<file path="src/source/div_pkg.sv">
package div_pkg;

   // operand and result width of the divider
   localparam int XLEN = 32;

   // RISC-V M-extension division opcodes
   typedef enum logic [1:0] {
      OP_DIV  = 2'b00,  // signed quotient
      OP_DIVU = 2'b01,  // unsigned quotient
      OP_REM  = 2'b10,  // signed remainder
      OP_REMU = 2'b11   // unsigned remainder
   } div_op_e;

   // controller FSM states
   typedef enum logic [1:0] {
      ST_IDLE = 2'b00,  // waiting for a start pulse
      ST_RUN  = 2'b01,  // core enabled, waiting for done
      ST_DONE = 2'b10   // result registered, valid pulse
   } div_state_e;

endpackage

</file>
<file path="src/source/div_shift_sub.sv">
`timescale 1ns/1ps

module div_shift_sub #(
   parameter int DATA_W = div_pkg::XLEN
) (
   input  logic              clk_i,
   input  logic              arst_n_i,
   input  logic              en_i,
   input  logic              sign_i,
   input  logic [DATA_W-1:0] dividend_i,
   input  logic [DATA_W-1:0] divisor_i,
   output logic              done_o,
   output logic [DATA_W-1:0] quotient_o,
   output logic [DATA_W-1:0] remainder_o
);

   localparam int STEP_W = $clog2(DATA_W + 5) + 1;

   localparam logic [STEP_W-1:0] STEP_LOAD  = STEP_W'(0);
   localparam logic [STEP_W-1:0] STEP_DMAG  = STEP_W'(1);
   localparam logic [STEP_W-1:0] STEP_QSIGN = STEP_W'(DATA_W + 2);
   localparam logic [STEP_W-1:0] STEP_RSIGN = STEP_W'(DATA_W + 3);
   localparam logic [STEP_W-1:0] STEP_LAST  = STEP_W'(DATA_W + 4);

   logic [2*DATA_W-1:0] rq_q;           // remainder in upper half, quotient in lower
   logic [DATA_W-1:0]   divisor_q;
   logic                dividend_neg_q;
   logic                divisor_neg_q;
   logic [STEP_W-1:0]   step_q;
   logic [DATA_W-1:0]   window;         // partial remainder with next dividend bit
   logic [DATA_W:0]     diff;           // msb is the borrow
   logic [DATA_W-1:0]   quot_mag;
   logic [DATA_W-1:0]   rem_mag;

   assign window   = rq_q[2*DATA_W-2 -: DATA_W];
   assign diff     = {1'b0, window} - {1'b0, divisor_q};
   assign quot_mag = rq_q[DATA_W-1:0];
   assign rem_mag  = rq_q[2*DATA_W-1 -: DATA_W];

   assign quotient_o  = quot_mag;
   assign remainder_o = rem_mag;

   // step counter and done flag, cleared whenever the enable drops
   always_ff @(posedge clk_i or negedge arst_n_i) begin
      if (!arst_n_i) begin
         step_q <= '0;
         done_o <= 1'b0;
      end else if (!en_i) begin
         step_q <= '0;
         done_o <= 1'b0;
      end else begin
         if (step_q != STEP_LAST) begin
            step_q <= step_q + 1'b1;
         end
         if (step_q == STEP_RSIGN) begin
            done_o <= 1'b1;                // remainder sign fixed this edge
         end
      end
   end

   // datapath, one action per step
   always_ff @(posedge clk_i) begin
      if (en_i) begin
         case (step_q)
            STEP_LOAD: begin
               dividend_neg_q <= sign_i & dividend_i[DATA_W-1];
               divisor_neg_q  <= sign_i & divisor_i[DATA_W-1];
               divisor_q      <= divisor_i;
               rq_q           <= {{DATA_W{1'b0}},
                                  (sign_i && dividend_i[DATA_W-1]) ? -dividend_i : dividend_i};
            end

            STEP_DMAG: begin
               if (divisor_neg_q) begin
                  divisor_q <= -divisor_q;     // divisor magnitude
               end
            end

            STEP_QSIGN: begin
               if (dividend_neg_q ^ divisor_neg_q) begin
                  rq_q[DATA_W-1:0] <= -quot_mag;
               end
            end

            STEP_RSIGN: begin
               // remainder follows the dividend sign
               if (dividend_neg_q) begin
                  rq_q[2*DATA_W-1 -: DATA_W] <= -rem_mag;
               end
            end

            STEP_LAST: begin
               rq_q <= rq_q;                   // result held
            end

            default: begin
               if (!diff[DATA_W]) begin
                  rq_q <= {diff[DATA_W-1:0], rq_q[DATA_W-2:0], 1'b1};  // fits, quotient bit 1
               end else begin
                  rq_q <= {rq_q[2*DATA_W-2:0], 1'b0};
               end
            end
         endcase
      end
   end

   // done can only follow an enabled edge
   a_done_needs_en : assert property (
      @(posedge clk_i) disable iff (!arst_n_i)
      !$past(en_i) |-> !done_o
   ) else $error("done_o high after an edge with en_i low");

   a_step_bound : assert property (
      @(posedge clk_i) disable iff (!arst_n_i)
      step_q <= STEP_LAST
   ) else $error("step counter ran past its final step");

endmodule

</file>
<file path="src/source/div_ctrl.sv">
`timescale 1ns/1ps

module div_ctrl (
   input  logic                       clk_i,
   input  logic                       arst_n_i,
   input  logic                       start_i,
   input  div_pkg::div_op_e           op_i,
   input  logic [div_pkg::XLEN-1:0]   dividend_i,
   input  logic [div_pkg::XLEN-1:0]   divisor_i,
   input  logic                       core_done_i,
   input  logic [div_pkg::XLEN-1:0]   core_quotient_i,
   input  logic [div_pkg::XLEN-1:0]   core_remainder_i,
   output logic                       busy_o,
   output logic                       valid_o,
   output logic                       core_en_o,
   output logic                       core_sign_o,
   output logic [div_pkg::XLEN-1:0]   core_dividend_o,
   output logic [div_pkg::XLEN-1:0]   core_divisor_o,
   output logic [div_pkg::XLEN-1:0]   result_o
);

   import div_pkg::*;

   div_state_e      state_q;
   div_op_e         op_q;
   logic [XLEN-1:0] dividend_q;
   logic [XLEN-1:0] divisor_q;
   logic [XLEN-1:0] result_q;
   logic            valid_q;
   logic            core_en_q;
   logic            accept;
   logic            div_zero;
   logic            sign_ovf;
   logic            special;
   logic [XLEN-1:0] special_result;

   function automatic logic op_signed(div_op_e op);
      return (op == OP_DIV) || (op == OP_REM);
   endfunction

   function automatic logic op_rem(div_op_e op);
      return (op == OP_REM) || (op == OP_REMU);
   endfunction

   assign accept = start_i && (state_q == ST_IDLE);

   // cases the core cannot answer on its own
   assign div_zero = (divisor_i == '0);
   assign sign_ovf = op_signed(op_i)
                     && (dividend_i == {1'b1, {(XLEN-1){1'b0}}})
                     && (divisor_i == '1);
   assign special  = div_zero || sign_ovf;

   always_comb begin
      if (div_zero) begin
         special_result = op_rem(op_i) ? dividend_i : '1;  // quotient all ones
      end else begin
         special_result = op_rem(op_i) ? '0 : dividend_i;  // overflow
      end
   end

   // command latch, stable while the core runs
   always_ff @(posedge clk_i) begin
      if (accept) begin
         op_q       <= op_i;
         dividend_q <= dividend_i;
         divisor_q  <= divisor_i;
      end
   end

   always_ff @(posedge clk_i or negedge arst_n_i) begin
      if (!arst_n_i) begin
         state_q   <= ST_IDLE;
         valid_q   <= 1'b0;
         core_en_q <= 1'b0;
         result_q  <= '0;
      end else begin
         valid_q <= 1'b0;                      // one-cycle pulse
         case (state_q)
            ST_IDLE: begin
               if (start_i) begin
                  if (special) begin
                     state_q  <= ST_DONE;
                     valid_q  <= 1'b1;
                     result_q <= special_result;
                  end else begin
                     state_q   <= ST_RUN;
                     core_en_q <= 1'b1;
                  end
               end
            end

            ST_RUN: begin
               if (core_done_i) begin
                  state_q   <= ST_DONE;
                  core_en_q <= 1'b0;           // core clears on the next edge
                  valid_q   <= 1'b1;
                  result_q  <= op_rem(op_q) ? core_remainder_i : core_quotient_i;
               end
            end

            ST_DONE: state_q <= ST_IDLE;

            default: state_q <= ST_IDLE;
         endcase
      end
   end

   assign busy_o          = (state_q != ST_IDLE);
   assign valid_o         = valid_q;
   assign core_en_o       = core_en_q;
   assign core_sign_o     = op_signed(op_q);
   assign core_dividend_o = dividend_q;
   assign core_divisor_o  = divisor_q;
   assign result_o        = result_q;

   a_valid_single : assert property (
      @(posedge clk_i) disable iff (!arst_n_i)
      valid_o |=> !valid_o
   ) else $error("valid_o held for more than one cycle");

   // enable flop must track the FSM
   a_en_in_run : assert property (
      @(posedge clk_i) disable iff (!arst_n_i)
      core_en_o |-> (state_q == ST_RUN)
   ) else $error("core_en_o high outside ST_RUN");

endmodule

</file>
<file path="src/source/div_unit.sv">
`timescale 1ns/1ps

module div_unit (
   input  logic                     clk_i,
   input  logic                     arst_n_i,
   input  logic                     start_i,
   input  div_pkg::div_op_e         op_i,
   input  logic [div_pkg::XLEN-1:0] dividend_i,
   input  logic [div_pkg::XLEN-1:0] divisor_i,
   output logic                     busy_o,
   output logic                     valid_o,
   output logic [div_pkg::XLEN-1:0] result_o
);

   import div_pkg::*;

   logic            core_en;
   logic            core_sign;
   logic            core_done;
   logic [XLEN-1:0] core_dividend;
   logic [XLEN-1:0] core_divisor;
   logic [XLEN-1:0] core_quotient;
   logic [XLEN-1:0] core_remainder;

   div_ctrl div_ctrl_i (
      .clk_i            (clk_i),
      .arst_n_i         (arst_n_i),
      .start_i          (start_i),
      .op_i             (op_i),
      .dividend_i       (dividend_i),
      .divisor_i        (divisor_i),
      .core_done_i      (core_done),
      .core_quotient_i  (core_quotient),
      .core_remainder_i (core_remainder),
      .busy_o           (busy_o),
      .valid_o          (valid_o),
      .core_en_o        (core_en),
      .core_sign_o      (core_sign),
      .core_dividend_o  (core_dividend),
      .core_divisor_o   (core_divisor),
      .result_o         (result_o)
   );

   div_shift_sub #(
      .DATA_W (XLEN)
   ) div_shift_sub_i (
      .clk_i       (clk_i),
      .arst_n_i    (arst_n_i),
      .en_i        (core_en),
      .sign_i      (core_sign),
      .dividend_i  (core_dividend),
      .divisor_i   (core_divisor),
      .done_o      (core_done),
      .quotient_o  (core_quotient),
      .remainder_o (core_remainder)
   );

endmodule

</file>
<file path="config.mk">
export PLATFORM = sky130hd
export DESIGN_NAME = div_unit
export DESIGN_NICKNAME = d
export VERILOG_FILES = /design/src/source/div_pkg.sv /design/src/source/div_shift_sub.sv /design/src/source/div_ctrl.sv /design/src/source/div_unit.sv
export SDC_FILE = /design/constraint.sdc
export NUM_CORES = 1
export LEC_CHECK = 0
export BUFFER_PORTS_ARGS = -buffer_cell sky130_fd_sc_hd__buf_2
export CORE_ASPECT_RATIO = 2
export CORE_MARGIN = 3
export CORE_UTILIZATION = 45
export DETAILED_ROUTE_END_ITERATION = 10
export PLACE_DENSITY = 0.61
export RECOVER_POWER = 50
export SETUP_SLACK_MARGIN = 0.02
export SYNTH_ARGS = -nofsm -noshare
export SYNTH_HDL_FRONTEND = slang
export SYNTH_SLANG_ARGS = --single-unit
</file>
<file path="constraint.sdc">
create_clock -name clk_i -period 6.8 [get_ports clk_i]
set_input_delay 1.36 -clock clk_i [delete_from_list [all_inputs] [get_ports clk_i]]
set_output_delay 1.36 -clock clk_i [all_outputs]
set_load 0.01 [all_outputs]
</file>
### Word-level counts from Yosys, hierarchy flattened

Index checks and enable logic that the tools add are counted.

* flip-flop bits (word level): 208
* input bits: 69
* output and inout port bits: 34

* add/subtract/negate cells: 6
* eq/ne operators: 21
* multiplexer cells: 32
* bitwise operators: 5
* reductions and logical operators: 26

Operator list (number)
* two-way mux 32 bit: 11
* one-hot mux 32 bit (3 select lines): 2
* negation 32 bit: 4
* one-hot mux 32 bit (2 select lines): 2
* equality test 32 bit (second input constant): 2
* two-way mux 64 bit: 1
* subtractor 32 x 32 -> 33 bit: 1
* logical NOT 32 bit: 1
* equality test 7 x 6 -> 1 bit (second input constant): 3
* two-way mux 7 bit: 2
* inequality test 2 x 1 -> 1 bit (second input constant): 7
* AND reduction 3 bit: 3
* equality test 2 bit (second input constant): 4
* two-way mux 1 bit: 8
* AND reduction 4 bit: 2
* adder 7 x 1 -> 7 bit (second input constant): 1
* equality test 7 x 1 -> 1 bit (second input constant): 1
* logical NOT 7 bit: 1
* inequality test 7 x 6 -> 1 bit (second input constant): 1
* logical NOT 2 bit: 3
* two-way mux 2 bit: 3
* nonzero test 2 bit: 3
* OR reduction 3 bit: 2
* logical OR 1 bit: 5
* 9 further kinds: 17

### Logic depth before layout (Yosys ltp)

Gate-level depths: netlist (run 1).

* depth in word-level cells: 8
* depth in mapped cells: 15

### Cells and area by module

From an unflattened synthesis (run 1), not the netlist that was laid out.

* cell total of the unflattened synthesis: 1380
* area total of the unflattened synthesis: 13869.6 µm²

Modules (own cells, without submodules)
* div_shift_sub: instances 1, cells each 1044, area an instance 9146.3 µm², seq. area each 3143.0 µm²
* div_ctrl: instances 1, cells each 336, area an instance 4723.3 µm², seq. area each 2882.8 µm²

### Worst setup path before layout (run 1)

No wires, ideal clock.

* path type: input -> register
* start point: in start_i
* end point: reg div_ctrl_i.result_q[0] (netlist: div_ctrl_i.result_o[0])
* setup time: 125 ps
* arrival time: 5357 ps
* required time: 6675 ps
* slack: 1318 ps
* cell stages on the path: 6
* cells stage by stage: inv_1 nor2_1 a22oi_1 clkinv_1 buf_2 mux2_2

* word-level cells in the longest chain between the ends: 2

RTL lines
* from (decl): RTL line div_unit.sv:6 `input logic start_i,`
* inequality test 2 bit (no line)
* AND reduction 4 bit (no line)
* to (signal assigned): RTL line div_ctrl.sv:85 `result_q <= special_result;`
* to (signal assigned): RTL line div_ctrl.sv:98 `result_q <= op_rem(op_q) ? core_remainder_i : core_quotient_i;`
* to (decl): RTL line div_ctrl.sv:28 `logic [XLEN-1:0] result_q;`

Every way passes these cells.
A chain may end at the register's enable or synchronous reset.

### Worst setup path after layout (run 1)

* start point: reg div_shift_sub_i.step_q[1]
* end point: reg div_shift_sub_i.rq_q[12], enable pin

* word-level cells in the longest chain between the ends: 4
* elaborated cells on any way between the ends: 8
* classes of those cells: eq/ne: 5; bitwise: 1; reduce/logical: 2

RTL lines
* from (decl): RTL line div_shift_sub.sv:29 `logic [STEP_W-1:0] step_q;`
* from (signal assigned): RTL line div_shift_sub.sv:53 `step_q <= step_q + 1'b1;`
* equality test 7 x 1 -> 1 bit or equality test 7 x 6 -> 1 bit (tied branches): RTL line div_shift_sub.sv:64 `case (step_q)`
* OR reduction 3 bit (no line)
* NOT 1 bit (no line)
* AND reduction 3 bit (no line) *
* to (signal assigned): RTL line div_shift_sub.sv:69 `rq_q <= {{DATA_W{1'b0}},`
* to (signal, indexed assignment): RTL line div_shift_sub.sv:81 `rq_q[DATA_W-1:0] <= -quot_mag;`
* to (signal, indexed assignment): RTL line div_shift_sub.sv:88 `rq_q[2*DATA_W-1 -: DATA_W] <= -rem_mag;`
* to (decl): RTL line div_shift_sub.sv:25 `logic [2*DATA_W-1:0] rq_q;`

Every way passes the cells marked *; elsewhere a longest branch is shown, timed or not.

==> key figures, run 1 <==
Drt
  • Starting DRC count in detailed routing: 662
  • WL per Instance: 21.9 um
  • Via count: 10.7k
  • DRC errors left: 0
  • Via density: 6.02
  • Detailed Route WL: 39000 um
  • DRT antenna net count: 0
  • Detailed Routing Iterations Pass 1: 5

GRT
  • Global route total overflow: 0
  • Largest net degree at the start of global routing: 69
  • Wire length of the first global-routing pass: 60500 um
  • Aggregate global-route resource usage: 24.5%
  • Antenna violations before repair: 0
  • Number of global-route vias before repair: 11.1k

Placement
  • Cells after DPL: 1739
  • Hpwl dp: 29900 um
  • Buffers added on ports: 102
  • Final weighted congestion of routability-driven global placement: 0.848

Critical path
  • Category of the worst setup path capture point: flip-flop
  • Required time of the critical path: 6.97 ns
  • Arrival time of the worst setup path: 4.31 ns
  • Worst Setup Path Type: flip-flop to flip-flop
  • Category of the worst setup path launch point: flip-flop
  • R2R depth: 7
  • Slowest CP cell: sky130_fd_sc_hd__clkbuf_1
  • Critical register-to-register path endpoint: div_shift_sub_i.rq_q[12]
  • Slowest cell delay on critical path: 1.74 ns
  • Cell Chain, Critical Path: inv_1 -> ha_1 -> nand3b_1 -> clkbuf_1 -> nand3_1 -> a211oi_4 -> buf_4
  • R2r setup slk: 2.66 ns
  • Startpoint of the most critical register-to-register path: div_shift_sub_i.step_q[1]
  • Critical Path Fanout Max: 65

Yosys
  • EDFF count, synth: 164
  • Most used flip-flop cell after synthesis: sky130_fd_sc_hd__edfxtp_1
  • Syn nets: 1444
  • Proportion of synthesized flip-flops having asynchronous set or reset: 21.2%
  • Avg Inst Size Synth: 9.85 sq um
  • Area share of the largest cell type after synthesis: 37.5%
  • Synth Warn #: 0
  • Part of the Yosys area used for sequential elements: 45.9%
  • Main area contributors after synthesis: sky130_fd_sc_hd__edfxtp_1 (37%), sky130_fd_sc_hd__dfrtp_1 (8.4%), sky130_fd_sc_hd__o21ai_0 (6.4%)
  • Post-Synthesis Cell Area: 0.0131 sq mm
  • Yosys cell types: 60
  • Leading area contributor after synthesis: sky130_fd_sc_hd__edfxtp_1
  • Flip-flop and latch count after synthesis: 208
  • Synthesized netlist cell count: 1334

Final layout
  • Share of layout cells above drive strength 1: 8.94%
  • Post-layout instance count excluding filler cells: 1777
  • # diodes: 0
  • Most frequent standard cell in the layout excluding fill and tap cells: sky130_fd_sc_hd__o21ai_0
  • Layout Nets: 1516
  • Relative area change from synthesis to final layout: 10.8%
  • Top library cells by usage in the layout, fill and taps aside: sky130_fd_sc_hd__o21ai_0 (169), sky130_fd_sc_hd__edfxtp_1 (164), sky130_fd_sc_hd__nand2_1 (123)

Die
  • Die footprint: 0.0314 sq mm
  • Core ar.: 0.0285 sq mm
  • Core Rows: 87
  • Effective utilization at floorplan: 46.1%
  • Die height: 248 um
  • Die width: 127 um
  • Total I/O pin count: 103

Timing
  • Unrepaired setup endpoints after global routing: false
  • Final critical path time including I/O delays and setup: 4.14 ns
  • Final-report max-slew violation count: 111
  • Final clock period utilization by the worst path: 60.9%
  • Final Hold Violating Endpoints: 0
  • Post-Route Skew: 0.0150 ns
  • Worst-margin pin slew: 2.46 ns
  • Endpoints failing setup: 0
  • Aggregate negative setup slack: 0 ns
  • Max_slew headroom: -63.9%
  • Max Freq: 241 MHz

Clocking
  • Max H-tree Level: 1
  • Maximum clock path buffer count: 3
  • Hold_buf cts: 0
  • Clock latency on the worst-skew pair: 0.52 ns
  • Clk pin slew, worst setup/hold paths: 0.07 ns
  • CTS tree: built
  • Clock tree sinks: 208
  • Total CTS buffers: 21
  • Library cell used as clock root buffer: sky130_fd_sc_hd__clkbuf_16
  • Number of buffers inserted by post-CTS setup repair: 0
  • Count of cells resized by post-cts repair: 0

Power
  • Max VDD drop: 252 uV
  • Cell area power density: 449 mW/mm^2
  • Leakage power figure: 5.36 nW

Hold path
  • Worst hold path class: flip-flop to flip-flop
  • Endpoint of the worst hold path: div_ctrl_i.state_q[0]
  • Launch instance of the worst min-delay path: div_shift_sub_i.done_o
  • Worst Hold Depth: 1

Run
  • Max capacitance violation total: 2

Status
  • Status: finished with violations
  • Violations in the final reports: capacitance limit, slew limit
per-layer routing:
metal / global-route usage (%) / up-vias / routed length [um]
met4: 13.8 / 0 / 2400
met2: 47.9 / 288 / 21800
met3: 1.79 / 85 / 1180
met1: 25.3 / 5250 / 13600
li1: - / 5082 / -
met5: 0 / - / 0
kinds of logic (layout without fill, tap and decap cells):
family / after synthesis / count (layout) / synth area share, %
simple gates: 397 / 397 / 15.3
compound gates: 352 / 352 / 16.0
flops: 208 / 208 / 45.9
xor+xnor: 128 / 128 / 8.54
buf+inv: 122 / 209 / 3.53
mux: 86 / 86 / 6.88
fa+ha+maj: 41 / 41 / 3.96
flip-flops by register name, summed over array words and instances, names as in the netlist:
signal and flops:
div_shift_sub_i.rq_q 64, div_ctrl_i.core_dividend_o 32, div_ctrl_i.core_divisor_o 32, div_ctrl_i.result_o 32, div_shift_sub_i.divisor_q 32, div_shift_sub_i.step_q 7
div_ctrl_i.op_q 2, div_ctrl_i.state_q 2, div_ctrl_i.core_en_o 1, div_ctrl_i.valid_o 1, div_shift_sub_i.dividend_neg_q 1, div_shift_sub_i.divisor_neg_q 1
div_shift_sub_i.done_o 1
worst max-delay path by stage:
stage                                    startpoint                       end  slack (ns)  cells past startpoint
after CTS                  div_shift_sub_i.rq_q[48]  div_shift_sub_i.rq_q[52]        2.72                     10
after global routing      div_shift_sub_i.step_q[1]   div_shift_sub_i.rq_q[6]        2.24                      7
after floorplan                             start_i    div_ctrl_i.result_o[0]        1.32                      6
after global placement               dividend_i[10]   div_ctrl_i.result_o[11]        2.65                      7
after detailed placement             dividend_i[25]   div_ctrl_i.result_o[19]        2.57                      8
final                     div_shift_sub_i.step_q[1]  div_shift_sub_i.rq_q[12]        2.66                      7
Yosys cell counts, drive strengths merged, types with 7 or more instances:
| master | number |
|---|---|
| nand2 | 124 |
| xnor2 | 89 |
| xor2 | 39 |
| and3 | 7 |
| nand4 | 20 |
| or3 | 18 |
| nor4 | 29 |
| nand3b | 9 |
| o221ai | 21 |
| a31oi | 10 |
| nand3 | 25 |
| nor3 | 38 |
| edfxtp | 164 |
| inv | 54 |
| nor2 | 74 |
| nand2b | 10 |
| nor2b | 10 |
| or4 | 8 |
| o21a | 7 |
| o22ai | 18 |
| ha | 40 |
| a21o | 18 |
| dfrtp | 44 |
| a22oi | 13 |
| and2 | 9 |
| a21oi | 56 |
| mux2 | 34 |
| o21ai | 171 |
| mux2i | 52 |
| clkbuf | 61 |
per-stage QoR:
stage | area [sq um] | total power [W] | hold slack (ns) | setup slack (ns) | utilization [%]
after floorplan | 13100 | 0.00446 | 0.462 | 1.32 | -
after global placement | 14000 | 0.00529 | 0.488 | 2.65 | 49.0
after detailed placement | 14000 | 0.00532 | 0.492 | 2.57 | 49.0
after CTS | 14700 | 0.00653 | 0.510 | 2.72 | 51.4
after global routing | 14600 | 0.00697 | 0.523 | 2.24 | 51.0
final | 14600 | 0.00653 | 0.503 | 2.66 | 51.0
critical path, delay by kind of cell (launching register included):
kind / cells / cell delay [ns]
AOI/OAI and AO/OA: 1 / 0.34
adders and majority gates: 1 / 0.18
and+or+nand+nor: 2 / 0.58
buffers and inverters: 3 / 2.26
DFF: 1 / 0.38
report_power, final:
part           switching (W)  internal [W]  leakage [nW]  total (W)
logic                0.00177       0.00122          2.90    0.00298
registers           0.000461       0.00189          2.11    0.00235
clock network       0.000529      0.000672         0.344    0.00120
final cells by class:
type	count	area, sq um
Multi-Input combinational cell	1004	6680
Clock inverter	16	145
Tap cell	356	445
Fill cell	2782	14000
Clock buffer	22	551
Timing Repair Buffer	115	500
Inverter	56	210
Sequential cell	208	6030
Note: power is estimated with default switching activity, not from simulation.
==> run 2: changes to the inputs <==
- clock period: 6.8 -> 4.1 ns (I/O delays scaled with it)
==> run 2 against run 1 <==
The run still ends with capacitance limit, slew limit left. Routed wire length about the same. Sequential cell count is the same. First-iteration DRC count down 8.9%. Sequential share of layout area shrank 0.078 points. Clock skew hardly changed. Final cell count is 0.56% higher. Utilization up 0.096 points. Non-clock buffer count increased by 12. Die area unchanged. Final area increased by 0.19%. Critical path type unchanged. Largest power group unchanged.
==> key figures, run 2 (synthesized netlist as in run 1, its figures left out) <==
Clocking
  • Clock tree sinks: 208 (unchanged)
  • Count of cells resized by post-cts repair: 0 (unchanged)
  • Total CTS buffers: 20 (was 21)
  • Number of buffers inserted by post-CTS setup repair: 0 (unchanged)
  • Hold_buf cts: 0 (unchanged)
  • Library cell used as clock root buffer: sky130_fd_sc_hd__clkbuf_16 (unchanged)
  • Max H-tree Level: 1 (unchanged)
  • Clock latency on the worst-skew pair: 0.51 ns (was 0.52 ns)
  • Clk pin slew, worst setup/hold paths: 0.07 ns (about the same)
  • CTS tree: built (unchanged)
  • Maximum clock path buffer count: 3 (unchanged)

Drt
  • Detailed Route WL: 39000 um (about the same)
  • DRT antenna net count: 0 (unchanged)
  • WL per Instance: 21.8 um (was 21.9 um)
  • Via count: 10.7k (about the same)
  • DRC errors left: 0 (unchanged)
  • Starting DRC count in detailed routing: 603 (was 662)
  • Detailed Routing Iterations Pass 1: 5 (unchanged)
  • Via density: 5.97 (was 6.02)

Critical path
  • Category of the worst setup path launch point: flip-flop (unchanged)
  • Worst Setup Path Type: flip-flop to flip-flop (unchanged)
  • Arrival time of the worst setup path: 3.83 ns (was 4.31 ns)
  • Critical Path Fanout Max: 4 (was 65)
  • Required time of the critical path: 4.36 ns (was 6.97 ns)
  • Category of the worst setup path capture point: flip-flop (unchanged)

GRT
  • Largest net degree at the start of global routing: 68 (was 69)
  • Number of global-route vias before repair: 10.7k (was 11.1k)
  • Antenna violations before repair: 1 (was 0)
  • Global route total overflow: 0 (unchanged)
  • Aggregate global-route resource usage: 24.2% (was 24.5%)
  • Wire length of the first global-routing pass: 59400 um (was 60500 um)

Timing
  • Final critical path time including I/O delays and setup: 3.56 ns (was 4.14 ns)
  • Final Hold Violating Endpoints: 0 (unchanged)
  • Max Freq: 281 MHz (was 241 MHz)
  • Post-Route Skew: 0.0150 ns (about the same)
  • Aggregate negative setup slack: 0 ns (unchanged)
  • Final-report max-slew violation count: 113 (was 111)
  • Setup ws final: 0.537 ns (was 2.66 ns)
  • Unrepaired setup endpoints after global routing: false (unchanged)
  • Endpoints failing setup: 0 (unchanged)
  • Worst-margin pin slew: 2.42 ns (was 2.46 ns)
  • Final clock period utilization by the worst path: 86.9% (was 60.9%)
  • Max_slew headroom: -61.2% (was -63.9%)

Hold path
  • Worst hold path class: flip-flop to flip-flop (unchanged)

Power
  • Max VDD drop: 386 uV (was 252 uV)
  • Combinational cell fraction of total power: 46.9% (was 45.7%)
  • Cell area power density: 741 mW/mm^2 (was 449 mW/mm^2)
  • Share of total power consumed by net switching: 42.4% (was 42.2%)
  • Sequential fraction of design power: 35.9% (about the same)
  • Internal Pwr Total: 0.00623 W (was 0.00377 W)
  • Net switching power: 0.00458 W (was 0.00276 W)
  • Leakage power figure: 5.35 nW (was 5.36 nW)
  • Clock group share of total power: 17.1% (was 18.4%)

Final layout
  • Relative area change from synthesis to final layout: 11.0% (was 10.8%)
  • Final core area utilization: 51.1% (was 51.0%)
  • Summed area of non-filler cells in the final layout: 0.0146 sq mm (about the same)
  • Layout fillers: 2754 (was 2782)
  • # diodes: 0 (unchanged)
  • Share of layout cells above drive strength 1: 7.97% (was 8.94%)
  • Flip-flop count of the largest register after layout: 64 (unchanged)
  • Top library cells by usage in the layout, fill and taps aside: sky130_fd_sc_hd__o21ai_0 (169), sky130_fd_sc_hd__edfxtp_1 (164), sky130_fd_sc_hd__nand2_1 (123) (unchanged)
  • Most frequent standard cell in the layout excluding fill and tap cells: sky130_fd_sc_hd__o21ai_0 (unchanged)
  • Layout Nets: 1527 (was 1516)
  • Biggest register: div_shift_sub_i.rq_q (unchanged)

Die
  • Die width: 127 um (unchanged)
  • Core ar.: 0.0285 sq mm (unchanged)
  • Core Rows: 87 (unchanged)
  • Effective utilization at floorplan: 46.1% (unchanged)
  • Die footprint: 0.0314 sq mm (unchanged)
  • Total I/O pin count: 103 (unchanged)
  • Die height: 248 um (unchanged)

Placement
  • Placed standard-cell area: 0.0141 sq mm (was 0.0140 sq mm)
  • Final weighted congestion of routability-driven global placement: 0.866 (was 0.848)
  • Worst setup timing slack at the placement stage: 0.594 ns (was 2.57 ns)
  • Hpwl dp: 30200 um (was 29900 um)
  • Buffers added on ports: 102 (unchanged)

Status
  • Status: finished with violations (unchanged)
  • Violations in the final reports: capacitance limit, slew limit (unchanged)

Run
  • Max capacitance violation total: 2 (unchanged)
==> run 2: changes by cell type in the layout (fill, tap and decap cells not counted), moves of 4 or more <==
| cell | change |
|---|---|
| sky130_fd_sc_hd__buf_2 | -17 |
| sky130_fd_sc_hd__clkbuf_8 | +4 |
| sky130_fd_sc_hd__buf_4 | +7 |
| sky130_fd_sc_hd__clkinv_2 | -5 |
| sky130_fd_sc_hd__clkbuf_1 | +24 |
==> run 2: metrics by stage <==
stage | total power (W) | cells | hold WS (ns)
after global routing | 0.0115 | 1787 | 0.524
after CTS | 0.0108 | 1787 | 0.492
after floorplan | 0.00739 | 1334 | 0.462
after global placement | 0.00889 | 1751 | 0.491
final | 0.0108 | 1787 | 0.507
after detailed placement | 0.00894 | 1751 | 0.491
==> run 2: worst paths after layout <==
path                                               start                        to  slack (ns)  depth (start not counted)
worst max-delay path            div_shift_sub_i.rq_q[31]  div_shift_sub_i.rq_q[62]        0.54                         13
min in group asynchronous                       arst_n_i     div_ctrl_i.state_q[1]        1.04                          1
worst max register to register  div_shift_sub_i.rq_q[31]  div_shift_sub_i.rq_q[62]        0.54                         13
worst min-delay path             div_ctrl_i.result_o[25]   div_ctrl_i.result_o[25]        0.51                          1
worst min register to register   div_ctrl_i.result_o[25]   div_ctrl_i.result_o[25]        0.51                          1
max in group asynchronous                       arst_n_i   div_ctrl_i.result_o[15]        1.67                          1
==> run 2: area by class of cell <==
type	instances	area [sq um]	share of cell area, %
tap	356	445	3.05
inverter	56	210	1.44
multi-input combinational	1004	6670	45.7
timing repair buffer	127	586	4.02
clock buffer	31	603	4.14
clock inverter	5	42.5	0.292
sequential	208	6030	41.3
==> run 2: metal layers <==
| metal | GRT usage (%) | up-vias | share of wire (%) |
|---|---|---|---|
| met4 | 12.7 | 2 | 5.7 |
| met1 | 25.0 | 5182 | 35 |
| met3 | 2.00 | 85 | 3.4 |
| li1 | - | 5100 | - |
| met5 | 0 | - | 0.033 |
| met2 | 47.5 | 306 | 55 |
==> run 2: worst max-delay path, cell delays in order (launching register included) <==
cell                       delay, ns
sky130_fd_sc_hd__edfxtp_1       0.37
sky130_fd_sc_hd__inv_1          0.08
sky130_fd_sc_hd__ha_1           0.23
sky130_fd_sc_hd__fa_1           0.42
sky130_fd_sc_hd__nor2b_1        0.13
sky130_fd_sc_hd__o21a_1         0.14
sky130_fd_sc_hd__o21ai_0        0.09
sky130_fd_sc_hd__a21oi_1        0.34
sky130_fd_sc_hd__o21ai_0        0.27
sky130_fd_sc_hd__o21a_1         0.29
sky130_fd_sc_hd__o31ai_1        0.46
sky130_fd_sc_hd__a31oi_1        0.17
sky130_fd_sc_hd__mux2_2         0.25
sky130_fd_sc_hd__o211ai_1       0.08
==> run 2: power groups by stage <==
stage	registers, W	clock network, W	logic, W
3_3_place_gp	0.00389	0	0.00500
3_5_place_dp	0.00390	0	0.00503
5_1_grt	0.00396	0.00196	0.00558
6_report	0.00388	0.00185	0.00507
2_1_floorplan	0.00361	0	0.00378
4_1_cts	0.00386	0.00189	0.00507
